--- src/hdl/store_issue_pkg.sv ---
// Store issue shared sizes, vector types, handshake structs and unit state encoding
package store_issue_pkg;

    // ==============================
    // Sizes
    // ==============================

    // Store address units, also the width of the issue window
    localparam int STORE_NUM    = 2;
    // Dispatch lanes per cycle
    localparam int DISPATCH_NUM = 2;
    // Issue buffer entries and pointer width
    localparam int SQ_DEPTH     = 8;
    localparam int SQ_PTR_W     = 3;
    // Reorder buffer tag and datapath widths
    localparam int ROB_TAG_W    = 5;
    localparam int XLEN         = 32;

    // ==============================
    // Vector types
    // ==============================

    typedef logic [ROB_TAG_W-1:0] rob_tag_t;
    typedef logic [XLEN-1:0]      addr_t;
    // Base, offset or store datum
    typedef logic [XLEN-1:0]      word_t;

    // ==============================
    // Structs
    // ==============================

    // One store instruction as held in the issue buffer
    typedef struct packed {
        rob_tag_t rob_tag;
        word_t    base;
        word_t    offset;
        word_t    data;
    } is_inst_t;

    // Router to store address unit
    typedef struct packed {
        logic     valid;
        is_inst_t is_inst;
    } ib_fu_t;

    // Store address unit back to router
    typedef struct packed {
        logic ready;
    } fu_ib_t;

    // Outgoing store request toward the memory port
    typedef struct packed {
        addr_t    addr;
        word_t    data;
        rob_tag_t rob_tag;
    } mem_req_t;

    // Store address unit FSM, empty or holding one request
    typedef enum logic {
        SAU_EMPTY = 1'b0,
        SAU_HELD  = 1'b1
    } sau_state_t;

endpackage

--- src/hdl/ib_store_queue.sv ---
// Store issue buffer, circular in-order queue exposing its oldest entries as a pop window
module ib_store_queue (
    input  logic                                                   clk_i,
    input  logic                                                   rst_n_i,
    // Dispatch side, lane 0 is the older lane
    input  logic [store_issue_pkg::DISPATCH_NUM-1:0]               dispatch_valid_i,
    input  store_issue_pkg::is_inst_t [store_issue_pkg::DISPATCH_NUM-1:0] dispatch_inst_i,
    output logic                                                   dispatch_stall_o,
    // Window toward the router, entry 0 is the head
    output store_issue_pkg::is_inst_t [store_issue_pkg::STORE_NUM-1:0] win_inst_o,
    output logic [store_issue_pkg::STORE_NUM-1:0]                  win_valid_o,
    input  logic [store_issue_pkg::STORE_NUM-1:0]                  win_pop_i
);
    import store_issue_pkg::*;

    // ==============================
    // Declarations
    // ==============================

    // Entry storage, payload only
    is_inst_t entry_q [SQ_DEPTH];

    // Read and write pointers, wrap naturally at SQ_DEPTH
    logic [SQ_PTR_W-1:0] head_q;
    logic [SQ_PTR_W-1:0] tail_q;

    // Occupancy, one bit wider than a pointer so a full buffer is visible
    logic [SQ_PTR_W:0]   count_q;
    logic [SQ_PTR_W:0]   free_cnt;

    // Per-cycle push and pop bookkeeping
    logic [DISPATCH_NUM-1:0]               push_en;
    logic [DISPATCH_NUM-1:0][SQ_PTR_W-1:0] push_ptr;
    logic [SQ_PTR_W:0]                     push_cnt;
    logic [SQ_PTR_W:0]                     pop_cnt;

    // Window read pointers
    logic [STORE_NUM-1:0][SQ_PTR_W-1:0]    win_ptr;

    // ==============================
    // Stall
    // ==============================

    // Free slots from the registered count
    assign free_cnt = (SQ_PTR_W+1)'(SQ_DEPTH) - count_q;

    // Raised whenever a full dispatch group might not fit
    assign dispatch_stall_o = (free_cnt < (SQ_PTR_W+1)'(DISPATCH_NUM));

    // Lanes offered during stall are dropped here
    assign push_en = dispatch_stall_o ? '0 : dispatch_valid_i;

    // ==============================
    // Push side
    // ==============================

    // Compact valid lanes in lane order starting at the tail
    always_comb begin
        push_cnt = '0;
        for (int lane = 0; lane < DISPATCH_NUM; lane++) begin
            // Slot for this lane sits after all older valid lanes
            push_ptr[lane] = tail_q + push_cnt[SQ_PTR_W-1:0];
            if (push_en[lane]) begin
                push_cnt = push_cnt + (SQ_PTR_W+1)'(1);
            end
        end
    end

    // Payload write, no reset on the storage
    always_ff @(posedge clk_i) begin
        for (int lane = 0; lane < DISPATCH_NUM; lane++) begin
            if (push_en[lane]) begin
                entry_q[push_ptr[lane]] <= dispatch_inst_i[lane];
            end
        end
    end

    // ==============================
    // Pop side
    // ==============================

    // Pops arrive as a prefix, so counting the bits gives the head advance
    always_comb begin
        pop_cnt = '0;
        for (int idx = 0; idx < STORE_NUM; idx++) begin
            // Only a valid window slot can really retire
            if (win_pop_i[idx] && win_valid_o[idx]) begin
                pop_cnt = pop_cnt + (SQ_PTR_W+1)'(1);
            end
        end
    end

    // Oldest STORE_NUM entries presented from the head
    always_comb begin
        for (int idx = 0; idx < STORE_NUM; idx++) begin
            win_ptr[idx]     = head_q + SQ_PTR_W'(idx);
            win_inst_o[idx]  = entry_q[win_ptr[idx]];
            // Valid is a contiguous prefix by construction
            win_valid_o[idx] = (count_q > (SQ_PTR_W+1)'(idx));
        end
    end

    // ==============================
    // Pointer and count update
    // ==============================

    always_ff @(posedge clk_i) begin
        if (!rst_n_i) begin
            head_q  <= '0;
            tail_q  <= '0;
            count_q <= '0;
        end else begin
            head_q  <= head_q + pop_cnt[SQ_PTR_W-1:0];
            tail_q  <= tail_q + push_cnt[SQ_PTR_W-1:0];
            // Push and pop in the same cycle net out here
            count_q <= count_q + push_cnt - pop_cnt;
        end
    end

endmodule

--- src/hdl/ib_store_pop_out_router.sv ---
// Store pop-out router, hands the oldest valid window entries in order to ready store units
module ib_store_pop_out_router (
    // Window from the issue buffer
    input  store_issue_pkg::is_inst_t [store_issue_pkg::STORE_NUM-1:0] s_data_i,
    input  logic [store_issue_pkg::STORE_NUM-1:0]                  s_valid_i,
    output logic [store_issue_pkg::STORE_NUM-1:0]                  s_ready_o,
    // Store address unit side
    input  store_issue_pkg::fu_ib_t [store_issue_pkg::STORE_NUM-1:0] fu_ib_i,
    output store_issue_pkg::ib_fu_t [store_issue_pkg::STORE_NUM-1:0] ib_fu_o
);
    import store_issue_pkg::*;

    // ==============================
    // Declarations
    // ==============================

    // Ready bits gathered from the units
    logic [STORE_NUM-1:0]                unit_ready;

    // Row per unit, column per window entry
    logic [STORE_NUM-1:0][STORE_NUM-1:0] route_mat;

    // ==============================
    // Route matrix
    // ==============================

    // Walk units in index order with a pointer to the next unclaimed entry
    function automatic logic [STORE_NUM-1:0][STORE_NUM-1:0] build_route(
        input logic [STORE_NUM-1:0] valid,
        input logic [STORE_NUM-1:0] ready
    );
        logic [STORE_NUM-1:0][STORE_NUM-1:0] mat;
        int                                  next_in;
        mat     = '0;
        next_in = 0;
        for (int unit = 0; unit < STORE_NUM; unit++) begin
            // A busy unit is skipped, the entry waits for the next ready one
            if (next_in < STORE_NUM) begin
                if (ready[unit] && valid[next_in]) begin
                    mat[unit][next_in] = 1'b1;
                    next_in++;
                end
            end
        end
        return mat;
    endfunction

    // Gather unit ready levels into one vector
    always_comb begin
        for (int unit = 0; unit < STORE_NUM; unit++) begin
            unit_ready[unit] = fu_ib_i[unit].ready;
        end
    end

    // ==============================
    // Forwarding and pop strobes
    // ==============================

    always_comb begin
        ib_fu_o   = '0;
        s_ready_o = '0;
        route_mat = build_route(s_valid_i, unit_ready);
        for (int unit = 0; unit < STORE_NUM; unit++) begin
            for (int ent = 0; ent < STORE_NUM; ent++) begin
                if (route_mat[unit][ent]) begin
                    ib_fu_o[unit].valid   = 1'b1;
                    ib_fu_o[unit].is_inst = s_data_i[ent];
                    // Consumed entry retires from the buffer on this edge
                    s_ready_o[ent]        = 1'b1;
                end
            end
        end
    end

endmodule

--- src/hdl/store_addr_unit.sv ---
// Store address unit, adds base and offset and holds one memory request under back-pressure
module store_addr_unit (
    input  logic                      clk_i,
    input  logic                      rst_n_i,
    // Router handshake
    input  store_issue_pkg::ib_fu_t   ib_fu_i,
    output store_issue_pkg::fu_ib_t   fu_ib_o,
    // Memory port
    output store_issue_pkg::mem_req_t mem_req_o,
    output logic                      mem_valid_o,
    input  logic                      mem_ready_i
);
    import store_issue_pkg::*;

    // ==============================
    // Declarations
    // ==============================

    sau_state_t state_q;
    sau_state_t state_d;

    // Held request, payload only
    mem_req_t   req_q;

    logic       drain;
    logic       unit_ready;
    logic       accept;

    // ==============================
    // Handshake
    // ==============================

    // Held request leaves on this edge
    assign drain      = (state_q == SAU_HELD) && mem_ready_i;

    // Free now, or free by the edge because the held request transfers
    assign unit_ready = (state_q == SAU_EMPTY) || drain;
    assign accept     = unit_ready && ib_fu_i.valid;

    assign fu_ib_o.ready = unit_ready;

    // ==============================
    // FSM
    // ==============================

    always_comb begin
        state_d = state_q;
        case (state_q)
            SAU_EMPTY: begin
                if (accept) begin
                    state_d = SAU_HELD;
                end
            end
            SAU_HELD: begin
                // Refill in the same cycle as the drain keeps the unit held
                if (drain && !accept) begin
                    state_d = SAU_EMPTY;
                end
            end
            default: begin
                state_d = SAU_EMPTY;
            end
        endcase
    end

    always_ff @(posedge clk_i) begin
        if (!rst_n_i) begin
            state_q <= SAU_EMPTY;
        end else begin
            state_q <= state_d;
        end
    end

    // ==============================
    // Address and request register
    // ==============================

    // Address formed on accept, data and tag ride along unchanged
    always_ff @(posedge clk_i) begin
        if (accept) begin
            req_q.addr    <= ib_fu_i.is_inst.base + ib_fu_i.is_inst.offset;
            req_q.data    <= ib_fu_i.is_inst.data;
            req_q.rob_tag <= ib_fu_i.is_inst.rob_tag;
        end
    end

    assign mem_req_o   = req_q;
    assign mem_valid_o = (state_q == SAU_HELD);

endmodule

--- src/hdl/store_issue_top.sv ---
// Store issue top, buffer feeding the pop-out router and the store address units
module store_issue_top (
    input  logic                                                   clk_i,
    input  logic                                                   rst_n_i,
    // Dispatch
    input  logic [store_issue_pkg::DISPATCH_NUM-1:0]               dispatch_valid_i,
    input  store_issue_pkg::is_inst_t [store_issue_pkg::DISPATCH_NUM-1:0] dispatch_inst_i,
    output logic                                                   dispatch_stall_o,
    // Memory ports, one per store address unit
    output store_issue_pkg::mem_req_t [store_issue_pkg::STORE_NUM-1:0] mem_req_o,
    output logic [store_issue_pkg::STORE_NUM-1:0]                  mem_valid_o,
    input  logic [store_issue_pkg::STORE_NUM-1:0]                  mem_ready_i
);
    import store_issue_pkg::*;

    // ==============================
    // Internal wiring
    // ==============================

    // Buffer window and pop strobes
    is_inst_t [STORE_NUM-1:0] win_inst;
    logic     [STORE_NUM-1:0] win_valid;
    logic     [STORE_NUM-1:0] win_pop;

    // Router to unit and back
    ib_fu_t   [STORE_NUM-1:0] ib_fu;
    fu_ib_t   [STORE_NUM-1:0] fu_ib;

    // ==============================
    // Instances
    // ==============================

    ib_store_queue u_queue (
        .clk_i            (clk_i),
        .rst_n_i          (rst_n_i),
        .dispatch_valid_i (dispatch_valid_i),
        .dispatch_inst_i  (dispatch_inst_i),
        .dispatch_stall_o (dispatch_stall_o),
        .win_inst_o       (win_inst),
        .win_valid_o      (win_valid),
        .win_pop_i        (win_pop)
    );

    // Purely combinational, pops land on the same edge as the unit accept
    ib_store_pop_out_router u_router (
        .s_data_i  (win_inst),
        .s_valid_i (win_valid),
        .s_ready_o (win_pop),
        .fu_ib_i   (fu_ib),
        .ib_fu_o   (ib_fu)
    );

    // One store address unit per memory port
    for (genvar unit = 0; unit < STORE_NUM; unit++) begin : g_sau
        store_addr_unit u_sau (
            .clk_i       (clk_i),
            .rst_n_i     (rst_n_i),
            .ib_fu_i     (ib_fu[unit]),
            .fu_ib_o     (fu_ib[unit]),
            .mem_req_o   (mem_req_o[unit]),
            .mem_valid_o (mem_valid_o[unit]),
            .mem_ready_i (mem_ready_i[unit])
        );
    end

endmodule

--- config.mk ---
export PLATFORM = sky130hd
export DESIGN_NAME = store_issue_top
export DESIGN_NICKNAME = d
export VERILOG_FILES = /design/src/hdl/store_issue_pkg.sv /design/src/hdl/ib_store_queue.sv /design/src/hdl/ib_store_pop_out_router.sv /design/src/hdl/store_addr_unit.sv /design/src/hdl/store_issue_top.sv
export SDC_FILE = /design/constraint.sdc
export NUM_CORES = 2
export LEC_CHECK = 0
export BUFFER_PORTS_ARGS = -buffer_cell sky130_fd_sc_hd__buf_2
export CAP_MARGIN = 20
export CORE_ASPECT_RATIO = 1.2
export CORE_MARGIN = 2
export CORE_UTILIZATION = 50
export DETAILED_ROUTE_END_ITERATION = 10
export PLACE_DENSITY = 0.68
export SETUP_SLACK_MARGIN = 0.02
export SYNTH_ARGS = -nofsm -noshare
export SYNTH_HDL_FRONTEND = slang
export SYNTH_SLANG_ARGS = --single-unit
--- constraint.sdc ---
create_clock -name clk_i -period 24 [get_ports clk_i]
set_clock_uncertainty 0.2 [all_clocks]
set_input_delay 3.6 -clock clk_i [delete_from_list [all_inputs] [get_ports clk_i]]
set_output_delay 3.6 -clock clk_i [all_outputs]
set_load 0.02 [all_outputs]
# Word-level counts from Yosys, hierarchy flattened
# Memories as Yosys holds them, arrays and structs flattened. A register that Yosys moved wholly into a read port is not among the register bits.
# Index checks and enable logic that the tools add are counted.
# op_classes
add_sub_neg	11
n_lt_le_gt_ge	6
mux	31
bitwise_logic	2
reduce_logical	15
# ops
op	count
102-bit 2-to-1 mux	3
32-bit adder	2
1-bit 2-to-1 mux	19
1-bit logical AND	11
4-bit by 1-bit > comparator with 1-bit output (second input constant)	2
4-bit 2-to-1 mux	2
3-bit adder	2
2-bit 2-to-1 mux	3
1-bit by 1-bit adder with 2-bit output (second input constant)	2
4-bit adder	1
1-bit by 2-bit less-than comparator with 1-bit output (second input constant)	2
4-bit by 2-bit less-than comparator with 1-bit output (second input constant)	1
1-bit case mux with 2 select lines	2
4-bit subtractor	1
4-bit subtractor (first input constant)	1
3-bit by 1-bit adder with 3-bit output	1
3-bit by 1-bit adder with 3-bit output (second input constant)	1
3-bit 2-to-1 mux	1
1-bit zero test	2
1-bit logical OR	2
1-bit inverter	2
1-bit demux with 1-bit select	1
1-bit greater-or-equal comparator (second input constant)	1
# totals
regBits	150
ram_bits	808
input_bits	208
out_inout_bits	141
word_cells	77
mem_count	1
# memory_table
name	words	width	read_ports	rd_clocked_by_memory_dff	wr	line_no	rtl
u_queue.entry_q	8	101	2	1	2	ib_store_queue.sv:21	is_inst_t entry_q [SQ_DEPTH];

# Depth between registers and ports, before layout
# logic_depth
depth_word	17
depth_mapped	21
ltp_nobuf	18

# Cells and area by module
# Synthesis repeated with hierarchy kept, for this count alone.
# hier_totals
cells_unflattened	3631
area_unflattened_um2	60081.4
# modules_own_cells
mod	instances	cells_each	area_each_um2	seq_area_each_um2
ib_store_queue	1	2540	49205.9	24463.5
store_addr_unit	2	307	3836.2	2092.0
ib_store_pop_out_router	1	477	3203.1	0.0

# Worst setup path after synthesis
# OpenSTA, ideal clock, no wires.
# synth_timing
kind	input port to flip-flop
startpoint	input dispatch_valid_i[0] in the netlist's numbering
endpoint	memory u_queue.entry_q[2][0] in the netlist's numbering (enable)
setup_ns	0.709
arrival_time_ns	11.272
required_time_ns	23.091
path_slack_ns	11.819
path_stages	3
path_buffers	0
path_cell_list	and2_1 > nand2_1 > o31ai_1
# synth_rtl
element	line_no	rtl
start, declared	store_issue_top.sv:6	input logic [store_issue_pkg::DISPATCH_NUM-1:0] dispatch_valid_i,
end, declared	ib_store_queue.sv:21	

# Worst setup path in the final report
# layout_timing
startpoint	input mem_ready_i[0] in the netlist's numbering
endpoint	register g_sau[1].u_sau.req_q (netlist bit g_sau[1].u_sau.mem_req_o[68]) (data pin)
# layout_via
elab_chain_cells	13
word_cells_on_any_way	19
cone_classes	1 x add/sub; 3 x order compare; 10 x mux; 5 x reduce/logical
# layout_rtl
element	line_no	rtl
start, declared	store_issue_top.sv:12	input logic [store_issue_pkg::STORE_NUM-1:0] mem_ready_i
1-bit logical AND (*)	store_addr_unit.sv:34	assign drain = (state_q == SAU_HELD) && mem_ready_i;
1-bit logical OR (*)	store_addr_unit.sv:37	assign unit_ready = (state_q == SAU_EMPTY) || drain;
1-bit logical AND (*)	ib_store_pop_out_router.sv:39	if (ready[unit] && valid[next_in]) begin
1-bit 2-to-1 mux (*)	ib_store_pop_out_router.sv:39	
1-bit by 2-bit less-than comparator with 1-bit output, or another cell as far along	ib_store_pop_out_router.sv:38, ib_store_pop_out_router.sv:40	
1-bit logical AND (implied by the code) or 1-bit 2-to-1 mux (tied branches)	ib_store_pop_out_router.sv:40, ib_store_pop_out_router.sv:39	
1-bit 2-to-1 mux, on equally long branches	ib_store_pop_out_router.sv:40, ib_store_pop_out_router.sv:39	
1-bit demux with 1-bit select or 1-bit logical AND (tied branches)	n/a	
2-bit 2-to-1 mux	ib_store_pop_out_router.sv:39	
2-bit 2-to-1 mux (*)	ib_store_pop_out_router.sv:38	if (next_in < STORE_NUM) begin
102-bit 2-to-1 mux	ib_store_pop_out_router.sv:65	if (route_mat[unit][ent]) begin
102-bit 2-to-1 mux (*)	ib_store_pop_out_router.sv:65	
32-bit adder (*)	store_addr_unit.sv:81	req_q.addr <= ib_fu_i.is_inst.base + ib_fu_i.is_inst.offset;
end, declared	store_addr_unit.sv:23	mem_req_t req_q;
# Mark *: on every way between the ends. The rest lies on a longest branch, timed or not. The select of a mux whose other input is x is not followed.
# A chain may end at the register's enable or synchronous reset.

==> flow_metrics.env <==
export IMPL_dpl_hpwl_um=96680
export IMPL_synth_mux_area_share_pct=36.87
export IMPL_start_util_pct=50.24
export IMPL_synthAdderAreaFrac_pct=1.953
export IMPL_h_tree_depth=3
export IMPL_synth_xor_area_share_pct=1.086
export IMPL_path_max_fanout=56
export IMPL_io_buffers=348
export IMPL_max_freq_ghz=0.1201
export IMPL_synth_compound_area_share_pct=3.564
export IMPL_critPathKind="in -> reg"
export IMPL_synth_top_area_share_pct=51.80
export IMPL_drt_first_pass_iters=9
export IMPL_synth_top_family_by_area="multiplexers"
export IMPL_status="finished, final reports clean"
export IMPL_end_kind="flip-flop"
export IMPL_areaGrowthSynthToFinish_pct=11.74
export IMPL_grt_max_degree=131
export IMPL_cts_tree="yes"
export IMPL_synth_simple_area_share_pct=2.042
export IMPL_clock_path_buffers=3
export IMPL_max_slew_margin_rel_pct=25.43
export IMPL_num_io_pins=349
export IMPL_place_area_um2=58020
export IMPL_yosys_area_top_type="edfxtp_1"
export IMPL_synth_nets=3634
export IMPL_async_flop_share_pct=0
export IMPL_antenna_found_initial=49
export IMPL_dr_first_iter_drc_count=3173
export IMPL_total_power_mw=9.248
export IMPL_p_per_area_nw_per_um2=150.9
export IMPL_clock_sinks=958
export IMPL_grt_pass1_wl_um=236800
export IMPL_cts_made_buffers=101
export IMPL_avgRoutedWirePerCell_um=31.71
export IMPL_seq_area_frac_synth_pct=52.23
export IMPL_vdd_drop_max_mv=0.1555
export IMPL_synth_cell_type_count=63
export IMPL_vias_per_cell=6.545
export IMPL_power_leakage_nw=20.80
export IMPL_grt_overflow_total=0
export IMPL_synth_seq_cells=958
export IMPL_ys_warn_count=0
export IMPL_route_detailed_drc=0
export IMPL_core_area_um2=109200
export IMPL_final_hold_viol_count=0
export IMPL_root_buffer="clkbuf_16"
export IMPL_ant_nets=0
export IMPL_cp_startpoint="mem_ready_i[0]"
export IMPL_synth_edf_count=946
export IMPL_synth_ff_type="edfxtp_1"
export IMPL_period_share_pct=34.71
export IMPL_cts_setup_buffers=0
export IMPL_cts_resized_gates=0
export IMPL_layout_drive_gt1_share_pct=40.31
export IMPL_cp_start_kind="primary input"
export IMPL_synth_avg_cell_area_um2=16.40
export IMPL_fin_nets=3903
export IMPL_grt_util_all_layers_pct=28.92
export IMPL_drt_total_wl_um=162900
export IMPL_setup_violations=0
export IMPL_fin_crit_ps=8330
export IMPL_drv_cap=0
export IMPL_timing_rr_start="u_queue.head_q[0]"
export IMPL_worst_r2r_setup_slack_ps=16850
export IMPL_min_from="g_sau[0].u_sau.mem_valid_o"
export IMPL_rsz0062_at_grt="no"
export IMPL_grt_pass1_vias=34690
export IMPL_cp_arrival_ps=8550
export IMPL_fp_row_count=133
export IMPL_die_h_um=366.8
export IMPL_tightest_slew_ps=1119
export IMPL_vias=33610
export IMPL_dieWidth_um=306.3
export IMPL_syn_area_um2=54840
export IMPL_fin_tns_setup_ps=0
export IMPL_insertion_delay_ps=710
export IMPL_die_area_um2=112400
export IMPL_hold_buffers=0
export IMPL_synth_area_top_cells="edfxtp_1 (52%), mux4_2 (17%), mux2_2 (9.9%)"
export IMPL_slew_violations=0
export IMPL_synth_cells=3344
export IMPL_cts_clk_slew_worst_paths_ps=60
export IMPL_gp_congestion=0.8858
export IMPL_final_area_um2=61280
export IMPL_hold_class="reg -> reg"
export IMPL_cp_data_required_time_ps=24220
-- layer usage --
layer / part of all wire [%] / wire length (um) / GRT usage, %
met1: 39 / 62850 / 36.54
met5: 0.20 / 323 / 0
met4: 3.2 / 5176 / 10.48
met3: 7.2 / 11750 / 5.252
met2: 51 / 82760 / 49.83
-- power breakdown --
part,switching [mW],internal [mW]
sequential,0.250,2.61
clock,0.670,0.866
combinational,2.86,1.99
total,3.78,5.47
-- kinds of logic after synthesis --
| kind of cell | count (synthesis) |
|---|---|
| mux | 1414 |
| flops | 958 |
| xor+xnor | 68 |
| compound gates | 293 |
| simple gates | 252 |
| buf+inv | 277 |
| fa+ha+maj | 82 |
-- cells in the final DEF (no fill, tap or decap), types with 29 or more instances in the layout --
cell	count
edfxtp_1	946
mux2_2	484
mux4_2	404
buf_2	348
mux2_1	324
mux2i_1	202
nor2_1	128
clkbuf_16	106
o22ai_1	99
ha_1	75
buf_4	57
a21oi_1	55
nand2_1	40
xnor2_1	40
inv_1	32
clkinv_1	29
-- final timing paths --
path / to / depth (start not counted)
setup / recovery: g_sau[1].u_sau.mem_req_o[68] / 16
hold / removal: g_sau[0].u_sau.mem_valid_o / 2
setup reg to reg: g_sau[1].u_sau.mem_req_o[63] / 17
hold reg to reg: g_sau[0].u_sau.mem_valid_o / 2
-- layout make-up --
type                    instances  area, um2
fillers                      8656      47880
flip-flops and latches        958      28660
multi-input cells            2109      25200
clock buffers                 119       2701
repair buffers                410       2270
well taps                    1417       1773
clock inverters                67      498.0
inverters                      33      126.4
diodes                         23      57.56
-- per-stage QoR --
stage	util [%]	setup slack (ps)	instances	hold slack, ps
after global placement	53.15	15150	4927	390.9
final	56.14	15670	5136	409.3
after detailed placement	53.15	14960	4927	389.7
after floorplan	-	11820	3344	368.3
after CTS	56.08	15740	5113	406.2
after global routing	56.11	15400	5126	434.3
-- sequential cells by signal, summed over array words and instances (netlist names) --
signal,count
u_queue.entry_q,808
g_sau.u_sau.mem_req_o,138
u_queue.count_q,4
u_queue.head_q,3
u_queue.tail_q,3
g_sau.u_sau.mem_valid_o,2
-- cells in the mapped netlist, drive strengths merged (23+ instances only) --
cell type,count
ha,76
inv,33
xor2,28
o22ai,99
a21oi,58
clkbuf,85
nand2,47
edfxtp,946
nor2,129
a21o,23
mux4,404
xnor2,40
o21ai,43
mux2,808
buf,159
mux2i,202
-- critical path, stage by stage --
cell and delay, ps:
buf_2 100, nand2b_1 200, nand2_4 550, inv_4 420, nand2_4 560, buf_4 880
o22ai_1 170, ha_1 450, a21o_1 190, a21oi_1 180, nor2_1 70, a211oi_2 220
a21bo_1 260, a221o_1 300, a21oi_1 170, xnor2_1 80
(Power assumes the default switching activity.)
